**src/cpuPkg.sv**
```systemverilog
//////////////////////////////////////////////////////////////////////
// Shared word width, encodings and instruction views of the core
// Opcodes 3, 6 and 7 have no entry here and execute as no-ops
//////////////////////////////////////////////////////////////////////
package cpuPkg;

  localparam int DataWidth = 16;          // Machine word

  typedef enum logic [3:0] {
    opAdd = 4'h0,
    opSub = 4'h1,
    opXor = 4'h2,
    opSll = 4'h4,
    opSra = 4'h5,
    opLw  = 4'h8,
    opSw  = 4'h9,
    opLlb = 4'hA,
    opLhb = 4'hB,
    opB   = 4'hC,
    opBr  = 4'hD,                         // Jump to register
    opPcs = 4'hE,
    opHlt = 4'hF
  } opcodeT;

  // Branch conditions against Z, V, N
  typedef enum logic [2:0] {
    condNe     = 3'd0,
    condEq     = 3'd1,
    condGt     = 3'd2,
    condLt     = 3'd3,
    condGe     = 3'd4,
    condLe     = 3'd5,
    condOv     = 3'd6,
    condAlways = 3'd7
  } condT;

  // ALU, shifts, loads and stores
  typedef struct packed {
    opcodeT     op;
    logic [3:0] rd;
    logic [3:0] rs;
    logic [3:0] rt;                       // Shift amount or mem offset too
  } regFmtT;

  // LLB and LHB
  typedef struct packed {
    opcodeT     op;
    logic [3:0] rd;
    logic [7:0] imm;
  } immFmtT;

  typedef struct packed {
    opcodeT     op;
    condT       cond;
    logic [8:0] offset;                   // Word offset, signed
  } brFmtT;

  typedef union packed {
    regFmtT rFmt;
    immFmtT iFmt;
    brFmtT  bFmt;
  } instrT;

  typedef struct packed {
    logic z;
    logic v;
    logic n;
  } flagsT;

endpackage

```
**src/memBusIf.sv**
```systemverilog
//////////////////////////////////////////////////////////////////////
// Request and grant bus to memory, byte addressed
// A read answers with rvalid one cycle after its grant
//////////////////////////////////////////////////////////////////////
`timescale 1ns/100ps

interface memBusIf;
  import cpuPkg::*;

  // Requester side
  logic                 req;              // Held until gnt
  logic                 we;
  logic [15:0]          addr;             // Byte address
  logic [DataWidth-1:0] wdata;

  // Responder side
  logic                 gnt;              // Write done at grant
  logic [DataWidth-1:0] rdata;
  logic                 rvalid;           // One cycle after read grant

  modport requester (
    output req, we, addr, wdata,
    input  gnt, rdata, rvalid
  );

  // Also the memory's own view of its port
  modport arbiter (
    input  req, we, addr, wdata,
    output gnt, rdata, rvalid
  );

endinterface

```
**src/fetchUnit.sv**
```systemverilog
//////////////////////////////////////////////////////////////////////
// One read in flight at most, one prefetched instruction held
// Stale responses after a redirect are dropped by the epoch bit
//////////////////////////////////////////////////////////////////////
`timescale 1ns/100ps

module fetchUnit (
  input  logic              clk,
  input  logic              rstN,
  input  logic              run,
  input  logic              redirect,
  input  logic [15:0]       target,
  input  logic              take,
  input  logic              halted,
  memBusIf.requester        fetchBus,
  output logic              instrValid,
  output cpuPkg::instrT     instr,
  output logic [15:0]       instrPc,
  output logic [15:0]       pc
);

  logic        pending;                   // Read granted, data not back
  logic        epoch;
  logic        pendEpoch;                 // Epoch of the read in flight
  logic [15:0] pendPc;
  logic        respOk;

  // Read only, next sequential address
  assign fetchBus.req   = run && !halted && !pending && (!instrValid || take);
  assign fetchBus.we    = 1'b0;
  assign fetchBus.addr  = pc;
  assign fetchBus.wdata = '0;

  assign respOk = fetchBus.rvalid && (pendEpoch == epoch);

  always_ff @(posedge clk or negedge rstN) begin
    if (!rstN) begin
      pc         <= '0;
      pending    <= 1'b0;
      epoch      <= 1'b0;
      pendEpoch  <= 1'b0;
      instrValid <= 1'b0;
    end else begin
      epoch <= epoch ^ redirect;          // Flush anything in flight
      if (redirect) pc <= target;
      else if (fetchBus.gnt) pc <= pc + 16'd2;
      if (fetchBus.gnt) begin
        pending   <= 1'b1;
        pendEpoch <= epoch;
      end else if (fetchBus.rvalid) begin
        pending <= 1'b0;
      end
      if (redirect) instrValid <= 1'b0;
      else if (respOk) instrValid <= 1'b1;
      else if (take) instrValid <= 1'b0;
    end
  end

  // Buffer payload
  always_ff @(posedge clk) begin
    if (fetchBus.gnt) pendPc <= pc;
    if (respOk) begin
      instr   <= fetchBus.rdata;
      instrPc <= pendPc;
    end
  end

  // BR targets come from registers, so this watches execute too
  pcEven: assert property (@(posedge clk) disable iff (!rstN) !pc[0]);

endmodule

```
**src/flat_wrapper.sv**
```systemverilog
// flat-port wrapper written by rule: the top's interface ports become plain ports
module fetchUnit_flat 
  (clk, rstN, run, redirect, target, take, halted, instrValid, instr, instrPc, pc, fetchBus_req, fetchBus_we, fetchBus_addr, fetchBus_wdata, fetchBus_gnt, fetchBus_rdata, fetchBus_rvalid);
  memBusIf fetchBus_i ();
  input  logic clk;
  input  logic rstN;
  input  logic run;
  input  logic redirect;
  input  logic [15:0] target;
  input  logic take;
  input  logic halted;
  output logic instrValid;
  output cpuPkg::instrT instr;
  output logic [15:0] instrPc;
  output logic [15:0] pc;
  output wire logic [$bits(fetchBus_i.req)-1:0] fetchBus_req;
  output wire logic [$bits(fetchBus_i.we)-1:0] fetchBus_we;
  output wire logic [$bits(fetchBus_i.addr)-1:0] fetchBus_addr;
  output wire logic [$bits(fetchBus_i.wdata)-1:0] fetchBus_wdata;
  input wire logic [$bits(fetchBus_i.gnt)-1:0] fetchBus_gnt;
  input wire logic [$bits(fetchBus_i.rdata)-1:0] fetchBus_rdata;
  input wire logic [$bits(fetchBus_i.rvalid)-1:0] fetchBus_rvalid;
  assign fetchBus_req = fetchBus_i.req;
  assign fetchBus_we = fetchBus_i.we;
  assign fetchBus_addr = fetchBus_i.addr;
  assign fetchBus_wdata = fetchBus_i.wdata;
  assign fetchBus_i.gnt = fetchBus_gnt;
  assign fetchBus_i.rdata = fetchBus_rdata;
  assign fetchBus_i.rvalid = fetchBus_rvalid;
  fetchUnit u_core (.clk(clk), .rstN(rstN), .run(run), .redirect(redirect), .target(target), .take(take), .halted(halted), .fetchBus(fetchBus_i), .instrValid(instrValid), .instr(instr), .instrPc(instrPc), .pc(pc));
endmodule
```
**config.mk**
```make
export PLATFORM = sky130hd
export DESIGN_NAME = fetchUnit_flat
export DESIGN_NICKNAME = d
export VERILOG_FILES = /design/src/cpuPkg.sv /design/src/memBusIf.sv /design/src/fetchUnit.sv /design/src/flat_wrapper.sv
export SDC_FILE = /design/constraint.sdc
export NUM_CORES = 1
export LEC_CHECK = 0
export ABC_AREA = 0
export BUFFER_PORTS_ARGS = -buffer_cell sky130_fd_sc_hd__buf_4
export CAP_MARGIN = 30
export CORE_MARGIN = 3
export CORE_UTILIZATION = 35
export DETAILED_ROUTE_END_ITERATION = 10
export SETUP_SLACK_MARGIN = 0.05
export SYNTH_ARGS = -nofsm -noshare
export SYNTH_HDL_FRONTEND = slang
export SYNTH_SLANG_ARGS = --single-unit
export TNS_END_PERCENT = 5
```
**constraint.sdc**
```tcl
create_clock -name clk -period 4.6 [get_ports clk]
set_clock_uncertainty 0.1 [all_clocks]
set_input_delay 0.92 -clock clk [delete_from_list [all_inputs] [get_ports clk]]
set_output_delay 0.92 -clock clk [all_outputs]
set_load 0.01 [all_outputs]
```
==> impl_table.tex <==
\begin{tabular}{lr}
\hline
Metric & Value \\
\hline
\multicolumn{2}{l}{\textbf{STA}} \\
Number of pins exceeding their max-slew limit in the final report & 0 \\
Maximum clock frequency & 401 MHz \\
Period utilization & 54.2\% \\
Hold violation total from the final report & 0 \\
Sum Neg Setup Slack & 0 ps \\
Hold Slack & 314 ps \\
Final setup violating endpoints & 0 \\
Least-Margin Pin Slew & 931 ps \\
Unrepaired setup endpoints after global routing & no \\
Minimum clock period after layout & 2490 ps \\
Max-slew headroom & 37.8\% \\
\multicolumn{2}{l}{\textbf{Place}} \\
Placed standard-cell area & 3440 um2 \\
Number of buffers inserted by port buffering & 105 \\
Detailed placer's ending HPWL & 3.79 mm \\
Final RePlAce weighted congestion & 0.741 \\
\multicolumn{2}{l}{\textbf{Setup path}} \\
Top cell by count, worst path & sky130\_fd\_sc\_hd\_\_buf\_4 \\
Setup Crit Path Kind & input port to output port \\
Req. time, crit path & 3580 ps \\
Highest net fanout along the worst path & 1 \\
Worst stage delay on the critical path & 280 ps \\
Critical path cell sequence & buf\_4, nor4b\_1, buf\_4 \\
Crit start category & input port \\
CP max-delay cell & sky130\_fd\_sc\_hd\_\_nor4b\_1 \\
Capturing element type of the critical path & output port \\
Endpoint arrival time on the critical path & 1470 ps \\
\multicolumn{2}{l}{\textbf{Layout}} \\
Post-route standard cell area excluding fillers & 3680 um2 \\
Final design utilization & 49.6\% \\
Ratio of cells with drive above 1 in the final layout & 42.9\% \\
Antenna diode count & 0 \\
Final-stage net count & 325 \\
Area growth from synthesis to layout & 34.7\% \\
\multicolumn{2}{l}{\textbf{Yosys}} \\
Sequential-to-total area share from yosys stat & 71.1\% \\
Number of register bits inferred by synthesis & 68 \\
Synthesized area per cell & 14.4 um2 \\
Synth unique cells & 30 \\
Synthesis Warnings & 0 \\
Area of the mapped netlist & 2730 um2 \\
Most common flop cell mapped by yosys & sky130\_fd\_sc\_hd\_\_edfxtp\_1 \\
Gate Count Post-Synth & 190 \\
FFs w/ async S/R, synth & 29.4\% \\
Number of enable-type register cells in the synthesized netlist & 48 \\
\multicolumn{2}{l}{\textbf{Floorplanning}} \\
Starting Density & 36.9\% \\
Core box area & 7410 um2 \\
Site row count & 31 \\
Die area & 8900 um2 \\
I/O pins & 123 \\
Die X-Extent & 94.3 um \\
Die outline height & 94.3 um \\
\multicolumn{2}{l}{\textbf{GRT}} \\
First-pass GRT wire length & 8.24 mm \\
GR Overflow Total & 0 \\
Number of global-route vias before repair & 1603 \\
Maximum number of pins on one net before global-route repair & 34 \\
Initial antenna violation count & 0 \\
Overall track demand over capacity in global routing & 12.6\% \\
\multicolumn{2}{l}{\textbf{Clock network}} \\
Post-cts sizing count & 0 \\
Number of buffers added for setup after CTS & 0 \\
Clk\_lat worst skew & 330 ps \\
Number of clock sinks & 68 \\
Num CTS Buffers & 9 \\
Depth of the CTS H-tree & 3 \\
Max Buffers Root-to-Sink & 2 \\
Clk slew on worst S/H paths & 70 ps \\
Clock tree root driver cell & sky130\_fd\_sc\_hd\_\_clkbuf\_8 \\
TritonCTS clock tree & yes \\
Post-CTS Hold Buffers & 0 \\
\multicolumn{2}{l}{\textbf{Power and ir drop}} \\
Power consumption & 1.85 mW \\
Reported leakage power & 1.56 nW \\
Peak supply drop & 0.000152 V \\
Pwr per Cell Area & 504 nW/um2 \\
\multicolumn{2}{l}{\textbf{Detailed routing}} \\
First DRT Iteration DRCs & 39 \\
Detailed-route vias per instance & 4.34 \\
Pre-Repair DR Iteration Count & 4 \\
Antenna viol nets, final & 0 \\
Routed via count & 1685 \\
Detailed-route wire length & 5.40 mm \\
Post-route DRC violation count & 0 \\
Detailed-route wire length per cell & 13.9 um \\
\multicolumn{2}{l}{\textbf{Outcome}} \\
Run status & finished clean \\
\multicolumn{2}{l}{\textbf{Min path}} \\
Class of the tightest hold or removal check & register to register \\
\multicolumn{2}{l}{\textbf{Run}} \\
Number of max-cap violations & 0 \\
\hline
\end{tabular}
critical path, delay by kind of cell:
kind	cells	cell delay, ps
buf+inv	2	280
simple gates	1	280
stage by stage:
stage / setup WS (ps) / std cells
after detailed placement: 2090 / 372
final: 2110 / 388
after global placement: 2090 / 372
after floorplan: 1730 / 206
after CTS: 2090 / 388
after global routing: 2060 / 388
power breakdown:
part / total (mW) / internal [mW] / switching [mW]
Combinational: 0.388 / 0.184 / 0.204
Sequential: 0.886 / 0.823 / 0.0630
Clock: 0.580 / 0.358 / 0.222
cells by family (layout without fill, tap and decap cells):
group | count (synthesis) | count (layout) | synth area share (%)
adders and majority gates | 1 | 1 | 0.458
other | 1 | 17 | 0.137
muxes | 3 | 3 | 1.19
AOI/OAI and AO/OA | 18 | 18 | 3.62
DFF | 68 | 68 | 71.1
and+or+nand+nor | 45 | 45 | 8.75
buffers and inverters | 40 | 123 | 10.2
xor gates and xnor gates | 14 | 14 | 4.49
path summary, 6_finish.rpt:
check                                              from                        to  slack (ps)  cells after the start
worst max-delay path                             halted              fetchBus_req        2110                      3
worst min-delay path                  u_core.pendPc[11]        u_core.instrPc[11]         310                      0
worst max register to register  u_core.fetchBus.addr[1]  u_core.fetchBus.addr[15]        2750                      5
worst min register to register        u_core.pendPc[11]        u_core.instrPc[11]         310                      0
max in group asynchronous                          rstN   u_core.fetchBus.addr[8]        3820                      1
min in group asynchronous                          rstN  u_core.fetchBus.addr[15]         360                      1
state kept, by name, summed over array words and instances (netlist names):
| signal | count |
|---|---|
| u_core.fetchBus.addr | 16 |
| u_core.pendEpoch | 1 |
| u_core.epoch | 1 |
| u_core.instr | 16 |
| u_core.instrPc | 16 |
| u_core.pending | 1 |
| u_core.pendPc | 16 |
| u_core.instrValid | 1 |
final cells by class:
| class | count | area, um2 |
|---|---|---|
| Tap cell | 99 | 124 |
| Multi-Input combinational cell | 98 | 577 |
| Clock inverter | 7 | 115 |
| Fill cell | 659 | 3730 |
| Clock buffer | 9 | 124 |
| Sequential cell | 68 | 1940 |
| Timing Repair Buffer | 105 | 788 |
| Inverter | 2 | 7.51 |
Yosys cell counts (all sizes together) (2+ instances only):
master  number  share of area, %
nand3        5               1.1
nor2         3              0.41
nand2       17               2.3
edfxtp      48                53
inv          2              0.28
and3         4              0.96
xnor2        3              0.96
clkbuf       3              0.41
buf         35               9.5
and4         2              0.64
o21ai       14               2.6
dfrtp       20                18
mux2         2              0.82
xor2        11               3.5
nand4        9               2.1
layout by cell type, fill, tap and decap left out, types with 2 or more instances in the layout:
master	instances
sky130_fd_sc_hd__and3_1	3
sky130_fd_sc_hd__o21ai_0	14
sky130_fd_sc_hd__mux2_2	2
sky130_fd_sc_hd__bufinv_16	3
sky130_fd_sc_hd__nor2_1	2
sky130_fd_sc_hd__dfrtp_1	20
sky130_fd_sc_hd__clkinv_1	2
sky130_fd_sc_hd__inv_1	2
sky130_fd_sc_hd__nand4_1	9
sky130_fd_sc_hd__edfxtp_1	48
sky130_fd_sc_hd__xor2_1	11
sky130_fd_sc_hd__xnor2_1	3
sky130_fd_sc_hd__buf_4	105
sky130_fd_sc_hd__and4_1	2
sky130_fd_sc_hd__clkinv_4	2
sky130_fd_sc_hd__nand2_1	17
sky130_fd_sc_hd__nand3_1	4
sky130_fd_sc_hd__conb_1	17
sky130_fd_sc_hd__clkbuf_8	9
layer usage:
layer	global-route usage (%)	wire (um)	share of wire (%)
met4	5.78	56	1.0
met1	15.2	2210	41
met3	5.05	500	9.3
met2	19.8	2630	49
met5	0	0	0
Power figures use the tool's default switching activity.
