**src/cpuPkg.sv**
```systemverilog
//////////////////////////////////////////////////////////////////////
// Shared word width, encodings and instruction views of the core
// Opcodes 3, 6 and 7 have no entry here and execute as no-ops
//////////////////////////////////////////////////////////////////////
package cpuPkg;

  localparam int DataWidth = 16;          // Machine word

  typedef enum logic [3:0] {
    opAdd = 4'h0,
    opSub = 4'h1,
    opXor = 4'h2,
    opSll = 4'h4,
    opSra = 4'h5,
    opLw  = 4'h8,
    opSw  = 4'h9,
    opLlb = 4'hA,
    opLhb = 4'hB,
    opB   = 4'hC,
    opBr  = 4'hD,                         // Jump to register
    opPcs = 4'hE,
    opHlt = 4'hF
  } opcodeT;

  // Branch conditions against Z, V, N
  typedef enum logic [2:0] {
    condNe     = 3'd0,
    condEq     = 3'd1,
    condGt     = 3'd2,
    condLt     = 3'd3,
    condGe     = 3'd4,
    condLe     = 3'd5,
    condOv     = 3'd6,
    condAlways = 3'd7
  } condT;

  // ALU, shifts, loads and stores
  typedef struct packed {
    opcodeT     op;
    logic [3:0] rd;
    logic [3:0] rs;
    logic [3:0] rt;                       // Shift amount or mem offset too
  } regFmtT;

  // LLB and LHB
  typedef struct packed {
    opcodeT     op;
    logic [3:0] rd;
    logic [7:0] imm;
  } immFmtT;

  typedef struct packed {
    opcodeT     op;
    condT       cond;
    logic [8:0] offset;                   // Word offset, signed
  } brFmtT;

  typedef union packed {
    regFmtT rFmt;
    immFmtT iFmt;
    brFmtT  bFmt;
  } instrT;

  typedef struct packed {
    logic z;
    logic v;
    logic n;
  } flagsT;

endpackage

```
**src/memBusIf.sv**
```systemverilog
//////////////////////////////////////////////////////////////////////
// Request and grant bus to memory, byte addressed
// A read answers with rvalid one cycle after its grant
//////////////////////////////////////////////////////////////////////
`timescale 1ns/100ps

interface memBusIf;
  import cpuPkg::*;

  // Requester side
  logic                 req;              // Held until gnt
  logic                 we;
  logic [15:0]          addr;             // Byte address
  logic [DataWidth-1:0] wdata;

  // Responder side
  logic                 gnt;              // Write done at grant
  logic [DataWidth-1:0] rdata;
  logic                 rvalid;           // One cycle after read grant

  modport requester (
    output req, we, addr, wdata,
    input  gnt, rdata, rvalid
  );

  // Also the memory's own view of its port
  modport arbiter (
    input  req, we, addr, wdata,
    output gnt, rdata, rvalid
  );

endinterface

```
**src/memArbiter.sv**
```systemverilog
//////////////////////////////////////////////////////////////////////
// Fixed priority loader > data > fetch, loader is write only
// Addresses wrap modulo 2*MemWords bytes before reaching memory
//////////////////////////////////////////////////////////////////////
`timescale 1ns/100ps

module memArbiter #(
  parameter int MemWords = 1024
) (
  input  logic                         clk,
  input  logic                         rstN,
  input  logic                         progWe,
  input  logic [15:0]                  progAddr,
  input  logic [cpuPkg::DataWidth-1:0] progData,
  memBusIf.arbiter                     fetchBus,
  memBusIf.arbiter                     dataBus,
  memBusIf.requester                   memBus
);
  import cpuPkg::*;

  logic [15:0]          muxAddr;
  logic [DataWidth-1:0] muxWdata;
  logic                 pendData;         // Owner of the read in flight
  logic                 pendFetch;

  always_comb begin
    if (progWe) begin
      memBus.we = 1'b1;
      muxAddr   = progAddr;
      muxWdata  = progData;
    end else if (dataBus.req) begin
      memBus.we = dataBus.we;
      muxAddr   = dataBus.addr;
      muxWdata  = dataBus.wdata;
    end else begin
      memBus.we = fetchBus.we;
      muxAddr   = fetchBus.addr;
      muxWdata  = fetchBus.wdata;
    end
  end

  assign memBus.req   = progWe || dataBus.req || fetchBus.req;
  assign memBus.addr  = 16'(32'(muxAddr) % (2 * MemWords));
  assign memBus.wdata = muxWdata;

  // Fetch is the one left waiting
  assign dataBus.gnt  = memBus.gnt && !progWe && dataBus.req;
  assign fetchBus.gnt = memBus.gnt && !progWe && !dataBus.req && fetchBus.req;

  // Read data to both, valid only to its owner
  assign dataBus.rdata   = memBus.rdata;
  assign fetchBus.rdata  = memBus.rdata;
  assign dataBus.rvalid  = memBus.rvalid && pendData;
  assign fetchBus.rvalid = memBus.rvalid && pendFetch;

  always_ff @(posedge clk or negedge rstN) begin
    if (!rstN) begin
      pendData  <= 1'b0;
      pendFetch <= 1'b0;
    end else begin
      pendData  <= dataBus.gnt && !dataBus.we;
      pendFetch <= fetchBus.gnt && !fetchBus.we;
    end
  end

  // Memory answers only reads granted here, each with one owner
  oneOwner: assert property (@(posedge clk) disable iff (!rstN)
    memBus.rvalid |-> $onehot({pendData, pendFetch}));
  gntNeedsReq: assert property (@(posedge clk) disable iff (!rstN)
    memBus.gnt |-> memBus.req);

endmodule

```
**src/flat_wrapper.sv**
```systemverilog
// flat-port wrapper written by rule: the top's interface ports become plain ports
module memArbiter_flat import cpuPkg::*;
#(
  parameter int MemWords = 1024
)
  (clk, rstN, progWe, progAddr, progData, fetchBus_req, fetchBus_we, fetchBus_addr, fetchBus_wdata, fetchBus_gnt, fetchBus_rdata, fetchBus_rvalid, dataBus_req, dataBus_we, dataBus_addr, dataBus_wdata, dataBus_gnt, dataBus_rdata, dataBus_rvalid, memBus_req, memBus_we, memBus_addr, memBus_wdata, memBus_gnt, memBus_rdata, memBus_rvalid);
  memBusIf fetchBus_i ();
  memBusIf dataBus_i ();
  memBusIf memBus_i ();
  input  logic clk;
  input  logic rstN;
  input  logic progWe;
  input  logic [15:0] progAddr;
  input  logic [cpuPkg::DataWidth-1:0] progData;
  input wire logic [$bits(fetchBus_i.req)-1:0] fetchBus_req;
  input wire logic [$bits(fetchBus_i.we)-1:0] fetchBus_we;
  input wire logic [$bits(fetchBus_i.addr)-1:0] fetchBus_addr;
  input wire logic [$bits(fetchBus_i.wdata)-1:0] fetchBus_wdata;
  output wire logic [$bits(fetchBus_i.gnt)-1:0] fetchBus_gnt;
  output wire logic [$bits(fetchBus_i.rdata)-1:0] fetchBus_rdata;
  output wire logic [$bits(fetchBus_i.rvalid)-1:0] fetchBus_rvalid;
  input wire logic [$bits(dataBus_i.req)-1:0] dataBus_req;
  input wire logic [$bits(dataBus_i.we)-1:0] dataBus_we;
  input wire logic [$bits(dataBus_i.addr)-1:0] dataBus_addr;
  input wire logic [$bits(dataBus_i.wdata)-1:0] dataBus_wdata;
  output wire logic [$bits(dataBus_i.gnt)-1:0] dataBus_gnt;
  output wire logic [$bits(dataBus_i.rdata)-1:0] dataBus_rdata;
  output wire logic [$bits(dataBus_i.rvalid)-1:0] dataBus_rvalid;
  output wire logic [$bits(memBus_i.req)-1:0] memBus_req;
  output wire logic [$bits(memBus_i.we)-1:0] memBus_we;
  output wire logic [$bits(memBus_i.addr)-1:0] memBus_addr;
  output wire logic [$bits(memBus_i.wdata)-1:0] memBus_wdata;
  input wire logic [$bits(memBus_i.gnt)-1:0] memBus_gnt;
  input wire logic [$bits(memBus_i.rdata)-1:0] memBus_rdata;
  input wire logic [$bits(memBus_i.rvalid)-1:0] memBus_rvalid;
  assign fetchBus_i.req = fetchBus_req;
  assign fetchBus_i.we = fetchBus_we;
  assign fetchBus_i.addr = fetchBus_addr;
  assign fetchBus_i.wdata = fetchBus_wdata;
  assign fetchBus_gnt = fetchBus_i.gnt;
  assign fetchBus_rdata = fetchBus_i.rdata;
  assign fetchBus_rvalid = fetchBus_i.rvalid;
  assign dataBus_i.req = dataBus_req;
  assign dataBus_i.we = dataBus_we;
  assign dataBus_i.addr = dataBus_addr;
  assign dataBus_i.wdata = dataBus_wdata;
  assign dataBus_gnt = dataBus_i.gnt;
  assign dataBus_rdata = dataBus_i.rdata;
  assign dataBus_rvalid = dataBus_i.rvalid;
  assign memBus_req = memBus_i.req;
  assign memBus_we = memBus_i.we;
  assign memBus_addr = memBus_i.addr;
  assign memBus_wdata = memBus_i.wdata;
  assign memBus_i.gnt = memBus_gnt;
  assign memBus_i.rdata = memBus_rdata;
  assign memBus_i.rvalid = memBus_rvalid;
  memArbiter #(.MemWords(MemWords)) u_core (.clk(clk), .rstN(rstN), .progWe(progWe), .progAddr(progAddr), .progData(progData), .fetchBus(fetchBus_i), .dataBus(dataBus_i), .memBus(memBus_i));
endmodule
```
**config.mk**
```make
export PLATFORM = sky130hd
export DESIGN_NAME = memArbiter_flat
export DESIGN_NICKNAME = d
export VERILOG_FILES = /design/src/cpuPkg.sv /design/src/memBusIf.sv /design/src/memArbiter.sv /design/src/flat_wrapper.sv
export SDC_FILE = /design/constraint.sdc
export NUM_CORES = 1
export LEC_CHECK = 0
export BUFFER_PORTS_ARGS = -buffer_cell sky130_fd_sc_hd__buf_2
export CORE_ASPECT_RATIO = 1.5
export CORE_MARGIN = 8
export CORE_UTILIZATION = 28
export CTS_CLUSTER_SIZE = 16
export DETAILED_ROUTE_END_ITERATION = 6
export PLACE_DENSITY = 0.94
export SLEW_MARGIN = 25
export SYNTH_ARGS = -nofsm -noshare
export SYNTH_HDL_FRONTEND = slang
export SYNTH_SLANG_ARGS = --single-unit
```
**constraint.sdc**
```tcl
create_clock -name clk -period 1.58 [get_ports clk]
set_input_delay 0.395 -clock clk [delete_from_list [all_inputs] [get_ports clk]]
set_output_delay 0.395 -clock clk [all_outputs]
set_load 0.05 [all_outputs]
```
==> results of run 1 <==
## power breakdown
group | internal [uW] | switching (uW)
Sequential | 52.7 | 0.234
Combinational | 447 | 571
Clock | 161 | 37.0
Total | 661 | 608
## through the flow
stage,cell area (um2),hold WS (ns)
final,2450,0.366
after global routing,2450,0.361
after CTS,2370,0.365
after detailed placement,1780,0.183
after global placement,1780,0.180
after floorplan,1330,0.0994
## worst max-delay path: stages
cell,delay [ns]
buf_12,0.13
buf_16,0.14
buf_6,0.12
a211o_1,0.27
buf_6,0.16
## final timing paths
check                      slack (ns)         from                to  cells past startpoint
max in group asynchronous        0.97         rstN   u_core.pendData                      2
worst min-delay path             0.37   dataBus_we   u_core.pendData                      2
worst max-delay path            -0.03  dataBus_req         memBus_we                      5
min in group asynchronous        0.51         rstN  u_core.pendFetch                      2
## registers in the layout (all words and copies together) (netlist names)
register	flops
u_core.pendFetch	1
u_core.pendData	1
## placed cells by master, fill, tap and decap left out
cell type and instances:
nor3_1 1, buf_12 5, conb_1 5, mux2i_2 1, dlygate4sd3_1 1, o21ai_2 1
buf_2 90, or3_1 1, clkbuf_8 3, buf_4 13, dfrtp_1 2, nor2b_1 1
and2_1 2, mux2i_4 26, buf_6 22, buf_8 6, nor2_2 1, nand2_1 29
nor3_2 1, buf_16 3, a211o_1 1, nor4_2 1, o21ai_4 26
## cell type report
| class | count | area (um2) |
|---|---|---|
| well taps | 42 | 52.6 |
| repair buffers | 140 | 1080 |
| clock buffers | 3 | 41.3 |
| multi-input cells | 97 | 1230 |
| flip-flops and latches | 2 | 50.0 |
| fillers | 256 | 967 |
## per-layer routing
metal / GRT usage, % / vias to the layer above / share of wire [%]
li1: - / 646 / -
met1: 12.0 / 616 / 27
met2: 37.8 / 78 / 59
met3: 6.02 / 27 / 9.8
met4: 7.17 / 2 / 3.3
met5: 0 / - / 0.20
## cell families (layout without fill, tap and decap cells)
family / after synthesis / in the layout / synth area share, %
DFF: 2 / 2 / 4.96
and+or+nand+nor: 37 / 37 / 15.9
muxes: 27 / 27 / 26.8
AOI/OAI and AO/OA: 28 / 28 / 14.2
other: 1 / 5 / 0.371
buffers and inverters: 47 / 143 / 37.8
## repair_timing
action,in CTS,in global routing
gates resized for setup,110,14
endpoints found under the setup margin,30,25
hold buffers,1,0
cloned,2,0
pin swaps,2,2
setup buffers,1,2
hold endpoints to repair,2,0
==> impl_metrics.yaml, run 1 <==
synth:
  ys_seq_area_share_pct: 4.96
  async_reset_ff_share_pct: 100
  synthDistinctLibCells: 18
  ys.flop_type: "dfrtp_1"
  yosys-top-cells-count: "39 x buf_4, 29 x nand2_1, 27 x mux2i_1, 26 x o21ai_1, 3 x buf_12"
  synth_most_common_cell: "buf_4"
  syn_area_per_cell_um2: 7.11
  synthTopCellsByArea: "buf_4 29%, mux2i_1 27%, o21ai_1 13%, nand2_1 11%, buf_12 5.9%"
  synth_edf_count: 0
  syn_area_um2: 1010
  ys_warn_count: 0
  ys_seq_elements: 2
  synthCells: 142
  synth.largest_area_cell: "buf_4"
  synth_top_area_share_pct: 29.0
run_status:
  status: "complete, but fails checks"
  failed_checks: "setup timing"
pwr:
  p_per_area_nw_per_um2: 518
  vdd_drop_max_mv: 0.347
  finalPower_uw: 1270
  leakage_uw: 0.00108
grt:
  overflow: 0
  grt_use_total_pct: 17.2
  grt_pass1_vias: 1599
  grt_pass1_wl_um: 7700
  grt_max_degree: 16
  antenna_found_initial: 1
job:
  maxCapViolCount: 0
clock_tree:
  cts_max_path_buffers: 2
  clkTransAtPathRegs_ns: 0.03
  clock_sinks: 2
  cts_made_buffers: 3
  cts-root-buf: "clkbuf_8"
  cts_tree: "built"
  htree_levels: 1
finish:
  n_antenna_cell: 0
  layout.nets: 365
  drive_gt1_share_pct: 82.2
  fin_cells: 284
  utilization_pct: 71.7
  syn_to_final_growth_pct: 143
sta:
  fin_setup_tns_ns: -0.108
  post-route-worst-setup-slack_ns: -0.0331
  slew_violations: 0
  setup_viol_count_final: 11
  min_period_ns: 1.61
  finalHoldViolations: 0
  finalCritPeriodShare_pct: 102
  clock.fmax_mhz: 620
  rsz0062_at_grt: "true"
floorplan:
  die_h_um: 89.5
  start_util_pct: 29.6
  die_w_um: 65.0
  core-area_um2: 3420
  rows: 26
  die_area_um2: 5820
  ios: 191
drt:
  drc_errors: 0
  wl_um: 5470
  drtAntennaViolNets: 0
  firstDrtPassIters: 4
  dr_total_vias: 1369
  routedWlPerCell_um: 19.3
  first_iter_violations: 17
  viasPerCell: 4.82
place:
  placed_cells: 277
  place.gp.congestion: 0.696
  numPortBuffers: 122
  dp_hpwl_um: 4010
  dp_worst_setup_slack_ns: -0.152
critical_path:
  crit_path_max_fanout: 7
  crit_path_start_kind: "primary input"
  end_kind: "output port"
  worstPathArrival_ns: 1.22
  crit_type: "in2out"
  worstPathRequired_ns: 1.18
min_path:
  hp-class: "in2reg"
Power figures use the tool's default switching activity.
==> run 2: changes to the inputs <==
--- a/config.mk
+++ b/config.mk
@@ -8,2 +8,3 @@
 export BUFFER_PORTS_ARGS = -buffer_cell sky130_fd_sc_hd__buf_2
+export CAP_MARGIN = 20
 export CORE_ASPECT_RATIO = 1.5
==> constraint.sdc (replaced) <==
create_clock -name clk -period 1.58 [get_ports clk]
set_input_delay 0.079 -clock clk [delete_from_list [all_inputs] [get_ports clk]]
set_output_delay 0.079 -clock clk [all_outputs]
set_load 0.05 [all_outputs]
==> run 2 against run 1 <==
Against the previous run:
- routed wire length shrank 32%
- cell count fell by 4.9%
- sequential share of layout area increased by 1.5 points
- core utilization down 31 points
- clock power about the same
- global-route usage shrank 6.0 points
- hold slack worse by 0.32 ns
- power down 34%
- design area fell by 43%
- the run now ends clean
- highest routed layer is now met4
- critical path depth unchanged
==> impl_metrics.yaml, run 2 (synthesis results as in run 1) <==
min_path:
  min_from: "dataBus_we"
  hp-class: "in2reg"
  hold_depth: 2
  holdPathEnd: "u_core.pendData"
drt:
  drc_errors: 0
  wl_um: 3730
  viasPerCell: 4.47
  dr_total_vias: 1207
  first_iter_violations: 21
  routedWlPerCell_um: 13.8
  firstDrtPassIters: 4
  drtAntennaViolNets: 0
finish:
  multi_input_area_um2: 593
  syn_to_final_growth_pct: 37.9
  design_area_um2: 1390
  n_fill_cell: 371
  layout.nets: 351
  drive_gt1_share_pct: 56.6
  utilization_pct: 40.8
  layout_common_cells: "122 x buf_2, 29 x nand2_1, 27 x mux2i_1"
  n_antenna_cell: 0
  layout_commonest_cell: "buf_2"
  top_regs: "u_core.pendData x1, u_core.pendFetch x1"
  regArea_um2: 50.0
place:
  place_area_um2: 1340
  numPortBuffers: 122
  dp_hpwl_um: 3240
  dp_worst_setup_slack_ns: 0.436
  place.gp.congestion: 0.717
grt:
  overflow: 0
  grt_use_total_pct: 11.1
  antenna_found_initial: 0
  grt_pass1_vias: 1279
  grt_max_degree: 34
  grt_pass1_wl_um: 5380
run_status:
  status: "complete, no violations"
sta:
  finalCritPeriodShare_pct: 71.5
  slew_violations: 0
  post-route-worst-setup-slack_ns: 0.450
  clock.fmax_mhz: 885
  fin_setup_tns_ns: 0
  finalHoldViolations: 0
  min_period_ns: 1.13
  rsz0062_at_grt: "false"
  setup_viol_count_final: 0
clock_tree:
  cts_resized: 0
  clock_sinks: 2
  clkTransAtPathRegs_ns: 0.03
  cts_tree: "built"
  cts_made_buffers: 3
  cts-root-buf: "clkbuf_8"
  cts_max_path_buffers: 2
  htree_levels: 1
critical_path:
  cpMaxStageDelayCell: "buf_4"
  crit_chain: "buf_2 -> buf_4 -> nand2_1 -> o21ai_1 -> buf_2"
  worstPathRequired_ns: 1.50
  crit_path_max_fanout: 27
  worstPathArrival_ns: 1.05
  end_kind: "output port"
  cp_common_cell: "buf_2"
  crit_type: "in2out"
  crit_path_start_kind: "primary input"
  max_stage_delay_ns: 0.30
floorplan:
  core-area_um2: 3420
  die_area_um2: 5820
  die_w_um: 65.0
  start_util_pct: 29.6
  ios: 191
  die_h_um: 89.5
  rows: 26
pwr:
  vdd_drop_max_mv: 0.392
  p_per_area_nw_per_um2: 599
  leakage_uw: 0.000856
job:
  maxCapViolCount: 0
[run 2: cell types whose count changed in the layout (fill, tap and decap cells not counted), sizes merged]
cell  delta
buf     -14
[run 2: per-layer routing]
layer	up-vias	global-route usage (%)	part of all wire, %
li1	607	-	-
met3	31	4.52	13
met1	492	7.64	30
met5	-	0	0
met4	0	7.97	5.1
met2	77	22.8	52
[run 2: how the worst max path moves through the flow]
stage                start          endpoint  slack (ns)  depth (start not counted)
2_1_floorplan  dataBus_req      fetchBus_gnt        0.08                          3
3_3_place_gp        progWe  memBus_wdata[14]        0.45                          5
3_5_place_dp        progWe  memBus_wdata[14]        0.44                          5
5_1_grt             progWe  memBus_wdata[14]        0.35                          5
4_1_cts             progWe  memBus_wdata[14]        0.44                          5
6_report            progWe  memBus_wdata[14]        0.45                          5
[run 2: where the power goes]
group,internal (uW),switching [uW]
clock network,161,35.8
logic,188,397
registers,52.7,0.182
total,402,433
[run 2: stage by stage]
stage	total power, uW	hold WS, ns	instances
2_1_floorplan	695	-0.217	146
3_3_place_gp	630	-0.136	266
3_5_place_dp	641	-0.134	266
4_1_cts	849	0.0397	270
5_1_grt	881	0.0436	270
6_report	835	0.0509	270
[run 2: final cells by class]
| cell class | instances | share of cell area (%) |
|---|---|---|
| multi-input combinational | 97 | 42.6 |
| tap | 42 | 3.77 |
| sequential | 2 | 3.59 |
| timing repair buffer | 126 | 47.1 |
| clock buffer | 3 | 2.96 |
[run 2: critical path: cells and delay by family]
| family | cells | cell delay (ns) |
|---|---|---|
| buffers and inverters | 3 | 0.79 |
| AOI/OAI and AO/OA | 1 | 0.10 |
| and+or+nand+nor | 1 | 0.08 |
[run 2: what timing repair did]
action                                  in CTS  in global routing
endpoints found under the hold margin        2                  0
hold buffers                                 1                  0
buffers inserted                             0                  0
endpoints found under the setup margin       0                  0
