**src/cpuPkg.sv**
```systemverilog
//////////////////////////////////////////////////////////////////////
// Shared word width, encodings and instruction views of the core
// Opcodes 3, 6 and 7 have no entry here and execute as no-ops
//////////////////////////////////////////////////////////////////////
package cpuPkg;

  localparam int DataWidth = 16;          // Machine word

  typedef enum logic [3:0] {
    opAdd = 4'h0,
    opSub = 4'h1,
    opXor = 4'h2,
    opSll = 4'h4,
    opSra = 4'h5,
    opLw  = 4'h8,
    opSw  = 4'h9,
    opLlb = 4'hA,
    opLhb = 4'hB,
    opB   = 4'hC,
    opBr  = 4'hD,                         // Jump to register
    opPcs = 4'hE,
    opHlt = 4'hF
  } opcodeT;

  // Branch conditions against Z, V, N
  typedef enum logic [2:0] {
    condNe     = 3'd0,
    condEq     = 3'd1,
    condGt     = 3'd2,
    condLt     = 3'd3,
    condGe     = 3'd4,
    condLe     = 3'd5,
    condOv     = 3'd6,
    condAlways = 3'd7
  } condT;

  // ALU, shifts, loads and stores
  typedef struct packed {
    opcodeT     op;
    logic [3:0] rd;
    logic [3:0] rs;
    logic [3:0] rt;                       // Shift amount or mem offset too
  } regFmtT;

  // LLB and LHB
  typedef struct packed {
    opcodeT     op;
    logic [3:0] rd;
    logic [7:0] imm;
  } immFmtT;

  typedef struct packed {
    opcodeT     op;
    condT       cond;
    logic [8:0] offset;                   // Word offset, signed
  } brFmtT;

  typedef union packed {
    regFmtT rFmt;
    immFmtT iFmt;
    brFmtT  bFmt;
  } instrT;

  typedef struct packed {
    logic z;
    logic v;
    logic n;
  } flagsT;

endpackage

```
**src/memBusIf.sv**
```systemverilog
//////////////////////////////////////////////////////////////////////
// Request and grant bus to memory, byte addressed
// A read answers with rvalid one cycle after its grant
//////////////////////////////////////////////////////////////////////
`timescale 1ns/100ps

interface memBusIf;
  import cpuPkg::*;

  // Requester side
  logic                 req;              // Held until gnt
  logic                 we;
  logic [15:0]          addr;             // Byte address
  logic [DataWidth-1:0] wdata;

  // Responder side
  logic                 gnt;              // Write done at grant
  logic [DataWidth-1:0] rdata;
  logic                 rvalid;           // One cycle after read grant

  modport requester (
    output req, we, addr, wdata,
    input  gnt, rdata, rvalid
  );

  // Also the memory's own view of its port
  modport arbiter (
    input  req, we, addr, wdata,
    output gnt, rdata, rvalid
  );

endinterface

```
**src/execUnit.sv**
```systemverilog
//////////////////////////////////////////////////////////////////////
// Single execute stage, one instruction at a time, no forwarding
// ADD/SUB/XOR set Z and N from the result, V only on ADD/SUB
//////////////////////////////////////////////////////////////////////
`timescale 1ns/100ps

module execUnit (
  input  logic                         clk,
  input  logic                         rstN,
  input  logic                         instrValid,
  input  cpuPkg::instrT                instr,
  input  logic [15:0]                  instrPc,
  output logic                         take,
  memBusIf.requester                   dataBus,
  output logic                         redirect,
  output logic [15:0]                  target,
  output logic                         hlt,
  output logic                         retireValid,
  output logic [15:0]                  retirePc,
  output logic                         wbEn,
  output logic [3:0]                   wbReg,
  output logic [cpuPkg::DataWidth-1:0] wbData,
  output logic                         storeEn,
  output logic [15:0]                  storeAddr,
  output logic [cpuPkg::DataWidth-1:0] storeData
);
  import cpuPkg::*;

  localparam int Msb = DataWidth - 1;

  opcodeT               op;
  logic [3:0]           rdIdx;
  logic [3:0]           rsIdx;
  logic [3:0]           rtIdx;            // Also shift amount, mem offset
  logic [DataWidth-1:0] regs [16];
  logic [DataWidth-1:0] rdVal, rsVal, rtVal;
  logic [DataWidth-1:0] sum, diff, aluRes;
  logic [15:0]          pcPlus2, brOff, memAddr;
  logic                 writesRd, setsFlags, ovf, condMet;
  logic                 isLw, isSw, active, loadWait;
  flagsT                flags;

  //////////////////////////////////////////////////////////////////////
  // Decode and register read
  assign op    = instr.rFmt.op;
  assign rdIdx = instr.rFmt.rd;
  assign rsIdx = instr.rFmt.rs;
  assign rtIdx = instr.rFmt.rt;
  assign rdVal = (rdIdx == 4'd0) ? '0 : regs[rdIdx];   // r0 reads zero
  assign rsVal = (rsIdx == 4'd0) ? '0 : regs[rsIdx];
  assign rtVal = (rtIdx == 4'd0) ? '0 : regs[rtIdx];

  assign isLw    = (op == opLw);
  assign isSw    = (op == opSw);
  assign active  = instrValid && !hlt;
  assign pcPlus2 = instrPc + 16'd2;
  assign brOff   = {{6{instr.bFmt.offset[8]}}, instr.bFmt.offset, 1'b0};
  assign memAddr = rsVal + {{11{rtIdx[3]}}, rtIdx, 1'b0};
  assign sum     = rsVal + rtVal;
  assign diff    = rsVal - rtVal;

  //////////////////////////////////////////////////////////////////////
  // ALU and writeback select
  always_comb begin
    aluRes    = '0;
    writesRd  = 1'b1;
    setsFlags = 1'b0;
    ovf       = 1'b0;
    case (op)
      opAdd: begin
        aluRes    = sum;
        setsFlags = 1'b1;
        ovf       = (rsVal[Msb] == rtVal[Msb]) && (sum[Msb] != rsVal[Msb]);
      end
      opSub: begin
        aluRes    = diff;
        setsFlags = 1'b1;
        ovf       = (rsVal[Msb] != rtVal[Msb]) && (diff[Msb] != rsVal[Msb]);
      end
      opXor: begin
        aluRes    = rsVal ^ rtVal;
        setsFlags = 1'b1;                 // V cleared
      end
      opSll:   aluRes = rsVal << rtIdx;
      opSra:   aluRes = $signed(rsVal) >>> rtIdx;
      opLlb:   aluRes = {rdVal[Msb:8], instr.iFmt.imm};
      opLhb:   aluRes = {instr.iFmt.imm, rdVal[7:0]};
      opPcs:   aluRes = pcPlus2;
      opLw:    aluRes = dataBus.rdata;    // Valid in the rvalid cycle
      default: writesRd = 1'b0;           // Stores, branches, HLT, no-ops
    endcase
  end

  // Condition against the flags left by earlier instructions
  always_comb begin
    case (instr.bFmt.cond)
      condNe:  condMet = !flags.z;
      condEq:  condMet = flags.z;
      condGt:  condMet = !flags.z && !flags.n;
      condLt:  condMet = flags.n;
      condGe:  condMet = flags.z || !flags.n;
      condLe:  condMet = flags.z || flags.n;
      condOv:  condMet = flags.v;
      default: condMet = 1'b1;            // Always
    endcase
  end

  //////////////////////////////////////////////////////////////////////
  // Retire control and data memory
  assign take = active && (isLw ? (loadWait && dataBus.rvalid) : isSw ? dataBus.gnt : 1'b1);
  assign dataBus.req   = active && !loadWait && (isLw || isSw);
  assign dataBus.we    = isSw;
  assign dataBus.addr  = memAddr;
  assign dataBus.wdata = rdVal;

  assign redirect = take && (op == opB || op == opBr) && condMet;
  assign target   = (op == opBr) ? rsVal : pcPlus2 + brOff;

  // Retire trace
  assign retireValid = take;
  assign retirePc    = instrPc;
  assign wbEn        = take && writesRd;  // r0 writes shown, never read back
  assign wbReg       = rdIdx;
  assign wbData      = aluRes;
  assign storeEn     = take && isSw;
  assign storeAddr   = memAddr;
  assign storeData   = rdVal;

  always_ff @(posedge clk or negedge rstN) begin
    if (!rstN) begin
      regs     <= '{default: '0};
      flags    <= '0;
      loadWait <= 1'b0;
      hlt      <= 1'b0;
    end else begin
      if (wbEn) regs[wbReg] <= wbData;
      if (take && setsFlags) begin
        flags.z <= (aluRes == '0);
        flags.v <= ovf;
        flags.n <= aluRes[Msb];
      end
      if (dataBus.gnt && isLw) loadWait <= 1'b1;
      else if (dataBus.rvalid) loadWait <= 1'b0;
      if (take && op == opHlt) hlt <= 1'b1;   // Sticky until reset
    end
  end

  // Load data comes back only while a load waits for it
  rvalidOnlyForLoad: assert property (@(posedge clk) disable iff (!rstN)
    dataBus.rvalid |-> loadWait);

endmodule

```
**src/flat_wrapper.sv**
```systemverilog
// flat-port wrapper written by rule: the top's interface ports become plain ports
module execUnit_flat import cpuPkg::*;
  (clk, rstN, instrValid, instr, instrPc, take, redirect, target, hlt, retireValid, retirePc, wbEn, wbReg, wbData, storeEn, storeAddr, storeData, dataBus_req, dataBus_we, dataBus_addr, dataBus_wdata, dataBus_gnt, dataBus_rdata, dataBus_rvalid);
  memBusIf dataBus_i ();
  input  logic clk;
  input  logic rstN;
  input  logic instrValid;
  input  cpuPkg::instrT instr;
  input  logic [15:0] instrPc;
  output logic take;
  output logic redirect;
  output logic [15:0] target;
  output logic hlt;
  output logic retireValid;
  output logic [15:0] retirePc;
  output logic wbEn;
  output logic [3:0] wbReg;
  output logic [cpuPkg::DataWidth-1:0] wbData;
  output logic storeEn;
  output logic [15:0] storeAddr;
  output logic [cpuPkg::DataWidth-1:0] storeData;
  output wire logic [$bits(dataBus_i.req)-1:0] dataBus_req;
  output wire logic [$bits(dataBus_i.we)-1:0] dataBus_we;
  output wire logic [$bits(dataBus_i.addr)-1:0] dataBus_addr;
  output wire logic [$bits(dataBus_i.wdata)-1:0] dataBus_wdata;
  input wire logic [$bits(dataBus_i.gnt)-1:0] dataBus_gnt;
  input wire logic [$bits(dataBus_i.rdata)-1:0] dataBus_rdata;
  input wire logic [$bits(dataBus_i.rvalid)-1:0] dataBus_rvalid;
  assign dataBus_req = dataBus_i.req;
  assign dataBus_we = dataBus_i.we;
  assign dataBus_addr = dataBus_i.addr;
  assign dataBus_wdata = dataBus_i.wdata;
  assign dataBus_i.gnt = dataBus_gnt;
  assign dataBus_i.rdata = dataBus_rdata;
  assign dataBus_i.rvalid = dataBus_rvalid;
  execUnit u_core (.clk(clk), .rstN(rstN), .instrValid(instrValid), .instr(instr), .instrPc(instrPc), .take(take), .dataBus(dataBus_i), .redirect(redirect), .target(target), .hlt(hlt), .retireValid(retireValid), .retirePc(retirePc), .wbEn(wbEn), .wbReg(wbReg), .wbData(wbData), .storeEn(storeEn), .storeAddr(storeAddr), .storeData(storeData));
endmodule
```
**config.mk**
```make
export PLATFORM = sky130hd
export DESIGN_NAME = execUnit_flat
export DESIGN_NICKNAME = d
export VERILOG_FILES = /design/src/cpuPkg.sv /design/src/memBusIf.sv /design/src/execUnit.sv /design/src/flat_wrapper.sv
export SDC_FILE = /design/constraint.sdc
export NUM_CORES = 1
export LEC_CHECK = 0
export BUFFER_PORTS_ARGS = -buffer_cell sky130_fd_sc_hd__buf_2
export CORE_MARGIN = 2
export CORE_UTILIZATION = 50
export CTS_CLUSTER_DIAMETER = 60
export DETAILED_ROUTE_END_ITERATION = 16
export HOLD_SLACK_MARGIN = 0.03
export PLACE_DENSITY = 0.76
export SLEW_MARGIN = 15
export SYNTH_ARGS = -nofsm -noshare
export SYNTH_HDL_FRONTEND = slang
export SYNTH_SLANG_ARGS = --single-unit
```
**constraint.sdc**
```tcl
create_clock -name clk -period 10 [get_ports clk]
set_clock_uncertainty 0.05 [all_clocks]
set_input_delay 1.5 -clock clk [delete_from_list [all_inputs] [get_ports clk]]
set_output_delay 1.5 -clock clk [all_outputs]
set_load 0.01 [all_outputs]
```
==> results of run 1 <==
## path summary, 6_finish.rpt
kind / start / to / cells past startpoint / slack (ns)
max reg2reg: u_core.regs[33]$_DFFE_PN0P_ / u_core.flags[2]$_DFFE_PN0P_ / 17 / 4.02
min reg2reg: u_core.regs[253]$_DFFE_PN0P_ / u_core.regs[253]$_DFFE_PN0P_ / 2 / 0.44
min: u_core.regs[253]$_DFFE_PN0P_ / u_core.regs[253]$_DFFE_PN0P_ / 2 / 0.44
max: instr[6] / wbData[13] / 16 / 1.31
min in group asynchronous: rstN / u_core.regs[22]$_DFFE_PN0P_ / 1 / 0.76
max in group asynchronous: rstN / u_core.flags[1]$_DFFE_PN0P_ / 3 / 7.49
## stage by stage
step	hold WS [ns]	util	worst slack [ns]	std cells	area, sq um
after detailed placement	0.423	0.531	1.54	2720	22400
after CTS	0.438	0.554	1.52	2773	23400
after global placement	0.413	0.531	1.59	2720	22400
after floorplan	0.399	-	1.72	2168	21500
final	0.444	0.555	1.31	2775	23400
after global routing	0.482	0.555	1.09	2774	23400
## layout make-up
type	count	area, sq um	share of cell area
multi-input cells	1622	13700	0.586
repair buffers	243	1450	0.0618
well taps	539	674	0.0288
flip-flops and latches	254	6360	0.272
inverters	63	236	0.0101
clock buffers	35	798	0.0341
clock inverters	18	170	0.00727
diodes	1	2.50	0.000107
## per-layer routing
layer  vias up  part of all wire  routed length, um
li1       8235                 -                  -
met1      9785              0.36              31600
met2      1451              0.45              39000
met3       327              0.12              10100
met4         2             0.072               6280
met5         -           0.00015                 13
## placed cells by master (no fill, tap or decap), types with 12 or more instances in the layout
cell,count
a211oi_1,18
a21o_1,15
a21oi_1,101
a221oi_1,24
a22o_1,14
a22oi_1,24
a31oi_1,14
and2_1,18
buf_2,169
buf_4,70
clkbuf_16,29
dfrtp_1,254
ha_1,58
inv_1,58
mux2_2,167
mux2i_1,107
mux4_2,146
nand2_1,198
nand2b_1,12
nand3_1,51
nor2_1,133
nor2b_1,15
nor3_1,30
o211ai_1,18
o21ai_0,157
o21bai_1,15
o22ai_1,28
xnor2_1,33
xor2_1,13
## tightest hold or removal path, stage by stage, from the launching register on
cell,delay [ns]
dfrtp_1,0.34
nand2_1,0.05
o21ai_0,0.07
## cell families (layout without fill, tap and decap cells)
family          after synthesis  in the layout
flops                       254            254
simple gates                545            545
mux                         421            421
xor+xnor                     46             46
fa+ha+maj                    63             63
compound gates              547            547
buf+inv                     292            359
other cells                   0              1
## power by group through the flow
stage          sequential (mW)  clock, mW  combinational (mW)
6_report                  1.59       1.08                2.37
5_1_grt                   1.61       1.12                2.51
4_1_cts                   1.57       1.08                2.31
3_5_place_dp              1.59          0                2.30
3_3_place_gp              1.56          0                2.27
2_1_floorplan             1.48          0                1.59
## registers in the layout, summed over array words and instances (netlist names)
signal and flops:
u_core.regs 249, u_core.flags 3, u_core.hlt 1, u_core.loadWait 1
==> impl_metrics.csv, run 1 <==
group,metric,value,unit
sta,fmax,0.115,GHz
synthesis,synth_top_family_by_area,"multiplexers",
synthesis,synth_top_area_cell,"dfrtp_1",
sta,rsz0062_at_grt,"no",
layout,nets,2328,
critical_path,cp_data_arrival_time,7.14,ns
grt,grt_pass1_wl,127000,um
sta,tns,0,ns
placed_design,port_buffers,176,
synthesis,synth.area.top_cells,"dfrtp_1 30%, mux4_2 15%, mux2_2 8.8%, mux2i_1 5.0%, o21ai_0 3.7%",
critical_path,cp_max_fo,40,
sta,hold_violations,0,
drt,vias,19800,
synthesis,synth-simple-area-share,0.120,
drt,initialDrtViolationCount,2371,
drt,ant_nets,0,
floorplanning,core.rowCount,75,
placed_design,place.gp.congestion,1.09,
synthesis,synth_seq_cells,254,
grt,antenna_found_initial,2,
critical_path,worstSetupPathType,"input port to output port",
flow_run,cap_violations,0,
drt,drcViolationCount,0,
synthesis,synthFlopType,"dfrtp_1",
floorplanning,die_w,211,um
grt,top_usage_layer,"met2",
cts,cts-resized-gates,0,
cts,cts_root_buf,"clkbuf_16",
floorplanning,core_area,42100,sq um
power_and_ir_drop,p_clk_frac,0.214,
power_and_ir_drop,internal-power,2.89,mW
synthesis,synthTopCellsByCount,"254 x dfrtp_1, 198 x nand2_1, 167 x mux2_2",
critical_path,cp-start-kind,"input port",
power_and_ir_drop,static-leakage-power,10.3,nW
placed_design,dp_hpwl,64800,um
layout,fillers,3633,
sta,maxSlewViolCount,0,
drt,first_pass_iters,6,
cts,cts_buffers,29,
drt,vias_per_cell,7.14,
cts,holdBufCountCts,0,
sta,fin_crit_sh,0.869,
power_and_ir_drop,powerDensity,215,nW/um^2
synthesis,synth_edf_count,0,
synthesis,yosysMostFrequentCell,"dfrtp_1",
synthesis,synth_largest_type_area_fraction,0.296,
grt,grt_pass1_vias,19000,
floorplanning,design.die.area,44600,sq um
grt,met2_usage,0.608,
power_and_ir_drop,ir_drop,0.000139,V
critical_path,cp_data_required_time,8.45,ns
grt,gr-total-overflow,0,
sta,period_minus_slack,8.69,ns
cts,cts_setup_buffers,0,
drt,routed_wl,87000,um
cts,clock_path_buffers,3,
synthesis,synth_fp_nets,2283,
power_and_ir_drop,sw_frac_of_total,0.426,
synthesis,synth_compound_area_frac,0.169,
synthesis,async_flop_share,1.00,
power_and_ir_drop,power_frac_comb,0.470,
synthesis,synth_cell_types,94,
power_and_ir_drop,switching_power,2.14,mW
cts,cts.sinks,254,
floorplanning,initial_core_util,0.509,
run_status,status,"completed",
cts,cts_tree,"done",
critical_path,slowest_stage,"o21ai_0",
drt,wl_per_cell,31.4,um
floorplanning,die_h,211,um
floorplanning,io_pins,177,
grt,grt_usage,0.387,
critical_path,cpPeakStageDelay,0.86,ns
critical_path,path_delay_family,"compound AO/OA/AOI/OAI gates",
cts,clk_pin_slew,0.06,ns
layout,drive_gt1_frac,0.291,
layout,syn_to_final_growth,8.98,%
synthesis,synth-xor-area-share,0.0188,
power_and_ir_drop,power.total,5.03,mW
power_and_ir_drop,seqPwrFrac,0.316,
critical_path,cp-end-kind,"output port",
grt,grt_max_degree,147,
synthesis,yosys_warnings,0,
grt,grt_util_met3,0.104,
synthesis,synthAdderAreaFrac,0.0380,
synthesis,netlist_area,21500,sq um
synthesis,ys_seq_area_frac,0.296,
synthesis,synth.area.mux_share,0.291,
critical_path,cp_num_buf_inv,3,
sta,setup_violations,0,
sta,timing.slew.headroom,0.197,
worst_hold_path,hold_class,"flop to flop",
critical_path,crit_chain,"buf_4, or3b_2, o22ai_1, nor2_1, o21ai_0, ha_1, nor2b_1, o31ai_1, a21oi_1, o211ai_1, a221oi_1, or3_1, o311ai_0, and3_1, inv_1, buf_2",
cts,clock_latency,0.58,ns
synthesis,synth_cells,2168,
synthesis,syn_area_per_cell,9.90,sq um
sta,tightest_slew,1.19,ns
cts,htree_num_levels,1,
grt,global_route.usage.met1,0.482,
No activity file was read; power rests on OpenSTA's default activity.
==> run 2, diff against run 1 <==
--- a/config.mk
+++ b/config.mk
@@ -11,7 +11,7 @@
 export CTS_CLUSTER_DIAMETER = 60
 export DETAILED_ROUTE_END_ITERATION = 16
 export HOLD_SLACK_MARGIN = 0.03
-export PLACE_DENSITY = 0.76
+export PLACE_DENSITY = 0.69
 export SLEW_MARGIN = 15
 export SYNTH_ARGS = -nofsm -noshare
 export SYNTH_HDL_FRONTEND = slang
==> run 2 against run 1 <==
  * Routed wire length fell by 0.22%
  * Hold slack worse by 0.0033 ns
  * Sequential power is essentially flat
  * Global-route usage fell by 0.14 points
  * Non-clock buffer count grew 2
  * Critical path type unchanged
  * Flip-flop and latch count stayed put
  * Largest cell class unchanged
==> impl_metrics.csv, run 2 (synthesized netlist as in run 1, its figures left out) <==
group,metric,value,unit
run_status,status,"completed",
placed_design,place.gp.congestion,1.08,
placed_design,dp_hpwl,63500,um
cts,cts.sinks,254,
cts,cts_setup_buffers,0,
floorplanning,design.die.area,44600,sq um
layout,drive_gt1_frac,0.290,
flow_run,cap_violations,0,
layout,nets,2329,
cts,clock_path_buffers,3,
cts,cts_buffers,28,
placed_design,place_ws,1.46,ns
layout,top_register,"u_core.regs",
sta,timing.slew.headroom,0.149,
sta,period_minus_slack,8.77,ns
drt,drcViolationCount,0,
cts,cts_root_buf,"clkbuf_16",
drt,ant_nets,0,
critical_path,cpMostUsedCell,"or3_1",
critical_path,critPathLaunch,"instr[6]",
worst_hold_path,hold_class,"flop to flop",
drt,vias,19600,
critical_path,cp_num_buf_inv,3,
critical_path,slowest_stage,"nand3b_1",
floorplanning,io_pins,177,
critical_path,cp-start-kind,"input port",
sta,hold_violations,0,
power_and_ir_drop,static-leakage-power,10.3,nW
power_and_ir_drop,power_frac_comb,0.466,
layout,reg.largest.list,"u_core.regs (249), u_core.flags (3)",
cts,clock_latency,0.57,ns
critical_path,cpPeakStageDelay,0.78,ns
cts,clk_pin_slew,0.06,ns
cts,holdBufCountCts,0,
layout,syn_to_final_growth,9.15,%
critical_path,cp_data_required_time,8.45,ns
critical_path,cp-end-kind,"output port",
power_and_ir_drop,internal-power,2.93,mW
layout,largest_reg_flops,249,
drt,initialDrtViolationCount,2482,
floorplanning,core_area,42100,sq um
power_and_ir_drop,p_clk_frac,0.219,
grt,grt_pass1_vias,18900,
cts,cts_tree,"done",
critical_path,path_delay_family,"simple AND/OR/NAND/NOR gates",
cts,htree_num_levels,1,
critical_path,regToRegSetupSlack,3.81,ns
placed_design,port_buffers,176,
sta,fmax,0.114,GHz
sta,fin_crit_sh,0.877,
power_and_ir_drop,sw_frac_of_total,0.414,
grt,grt_max_degree,122,
floorplanning,die_h,211,um
drt,routed_wl,86800,um
power_and_ir_drop,seqPwrFrac,0.314,
power_and_ir_drop,power.total,5.01,mW
sta,setup_violations,0,
layout,final_cell_mix,"254 x dfrtp_1, 198 x nand2_1, 169 x buf_2",
critical_path,cp_data_arrival_time,7.22,ns
drt,wl_per_cell,31.3,um
power_and_ir_drop,ir_drop,0.000179,V
power_and_ir_drop,switching_power,2.08,mW
cts,cts-resized-gates,0,
critical_path,crit_cells,14,
sta,maxSlewViolCount,0,
sta,tns,0,ns
drt,first_pass_iters,8,
layout,final_common_cell,"dfrtp_1",
floorplanning,core.rowCount,75,
grt,gr-total-overflow,0,
critical_path,worstSetupPathType,"input port to output port",
sta,layout_setup_ws,1.23,ns
drt,vias_per_cell,7.07,
critical_path,cp_max_fo,44,
critical_path,crit_chain,"buf_4, nand3b_1, o22ai_1, o21ai_0, nand2_1, ha_1, or3_1, or3_1, o211ai_1, a21oi_1, o311ai_0, and3_1, inv_1, buf_2",
sta,tightest_slew,1.27,ns
sta,rsz0062_at_grt,"no",
worst_hold_path,hp-start,"u_core.regs[253]$_DFFE_PN0P_",
grt,grt_pass1_wl,127000,um
layout,fillers,3689,
floorplanning,initial_core_util,0.509,
grt,antenna_found_initial,4,
floorplanning,die_w,211,um
grt,grt_usage,0.386,
critical_path,crit_end,"wbData[13]",
power_and_ir_drop,powerDensity,214,nW/um^2
critical_path,worstReg2RegStart,"u_core.regs[0]$_DFFE_PN0P_",
critical_path,ff2ff_path_depth,18,
critical_path,rr_endpoint,"u_core.flags[2]$_DFFE_PN0P_",
## run 2: changes by cell type in the layout (fill, tap and decap cells not counted), moves of 2 or more
cell / previous run / this run
clkinv_2: 10 / 4
buf_4: 70 / 72
clkbuf_1: 1 / 6
clkinvlp_4: 2 / 0
clkbuf_8: 5 / 8
diode_2: 1 / 3
## run 2: metal layers
layer	up-vias	routed length, um	global-route usage
li1	8250	-	-
met1	9867	33500	0.510
met2	1289	39400	0.605
met3	229	8970	0.0795
met4	4	4900	0.192
met5	-	26	0
## run 2: tightest hold or removal path, stage by stage (launching register included)
cell     delay [ns]
dfrtp_1        0.34
nand2_1        0.05
o21ai_0        0.07
## run 2: worst min path at each step
stage / end / depth (start not counted) / slack, ns
2_1_floorplan: u_core.regs[241]$_DFFE_PN0P_ / 2 / 0.40
3_3_place_gp: u_core.regs[255]$_DFFE_PN0P_ / 2 / 0.41
3_5_place_dp: u_core.regs[252]$_DFFE_PN0P_ / 2 / 0.42
4_1_cts: u_core.regs[252]$_DFFE_PN0P_ / 2 / 0.43
5_1_grt: u_core.regs[241]$_DFFE_PN0P_ / 2 / 0.48
6_report: u_core.regs[253]$_DFFE_PN0P_ / 2 / 0.44
## run 2: area by class of cell
class / instances / area [sq um] / area share
sequential: 254 / 6360 / 0.271
clock buffer: 43 / 858 / 0.0366
timing repair buffer: 245 / 1450 / 0.0620
inverter: 63 / 236 / 0.0101
antenna: 3 / 7.51 / 0.000320
multi-input combinational: 1622 / 13700 / 0.585
clock inverter: 9 / 128 / 0.00545
tap: 539 / 674 / 0.0288
## run 2: power groups by stage
stage / logic, mW / clock network, mW / registers [mW]
2_1_floorplan: 1.59 / 0 / 1.48
3_3_place_gp: 2.25 / 0 / 1.55
3_5_place_dp: 2.28 / 0 / 1.57
4_1_cts: 2.30 / 1.11 / 1.56
5_1_grt: 2.48 / 1.15 / 1.60
6_report: 2.34 / 1.10 / 1.57
## run 2: stage by stage
stage	util	cells	hold slack, ns	instance area [sq um]
floorplan	-	2168	0.399	21500
detailed placement	0.532	2723	0.419	22400
CTS	0.556	2775	0.432	23400
global placement	0.532	2723	0.413	22400
finish	0.556	2778	0.440	23400
global route	0.556	2776	0.478	23400
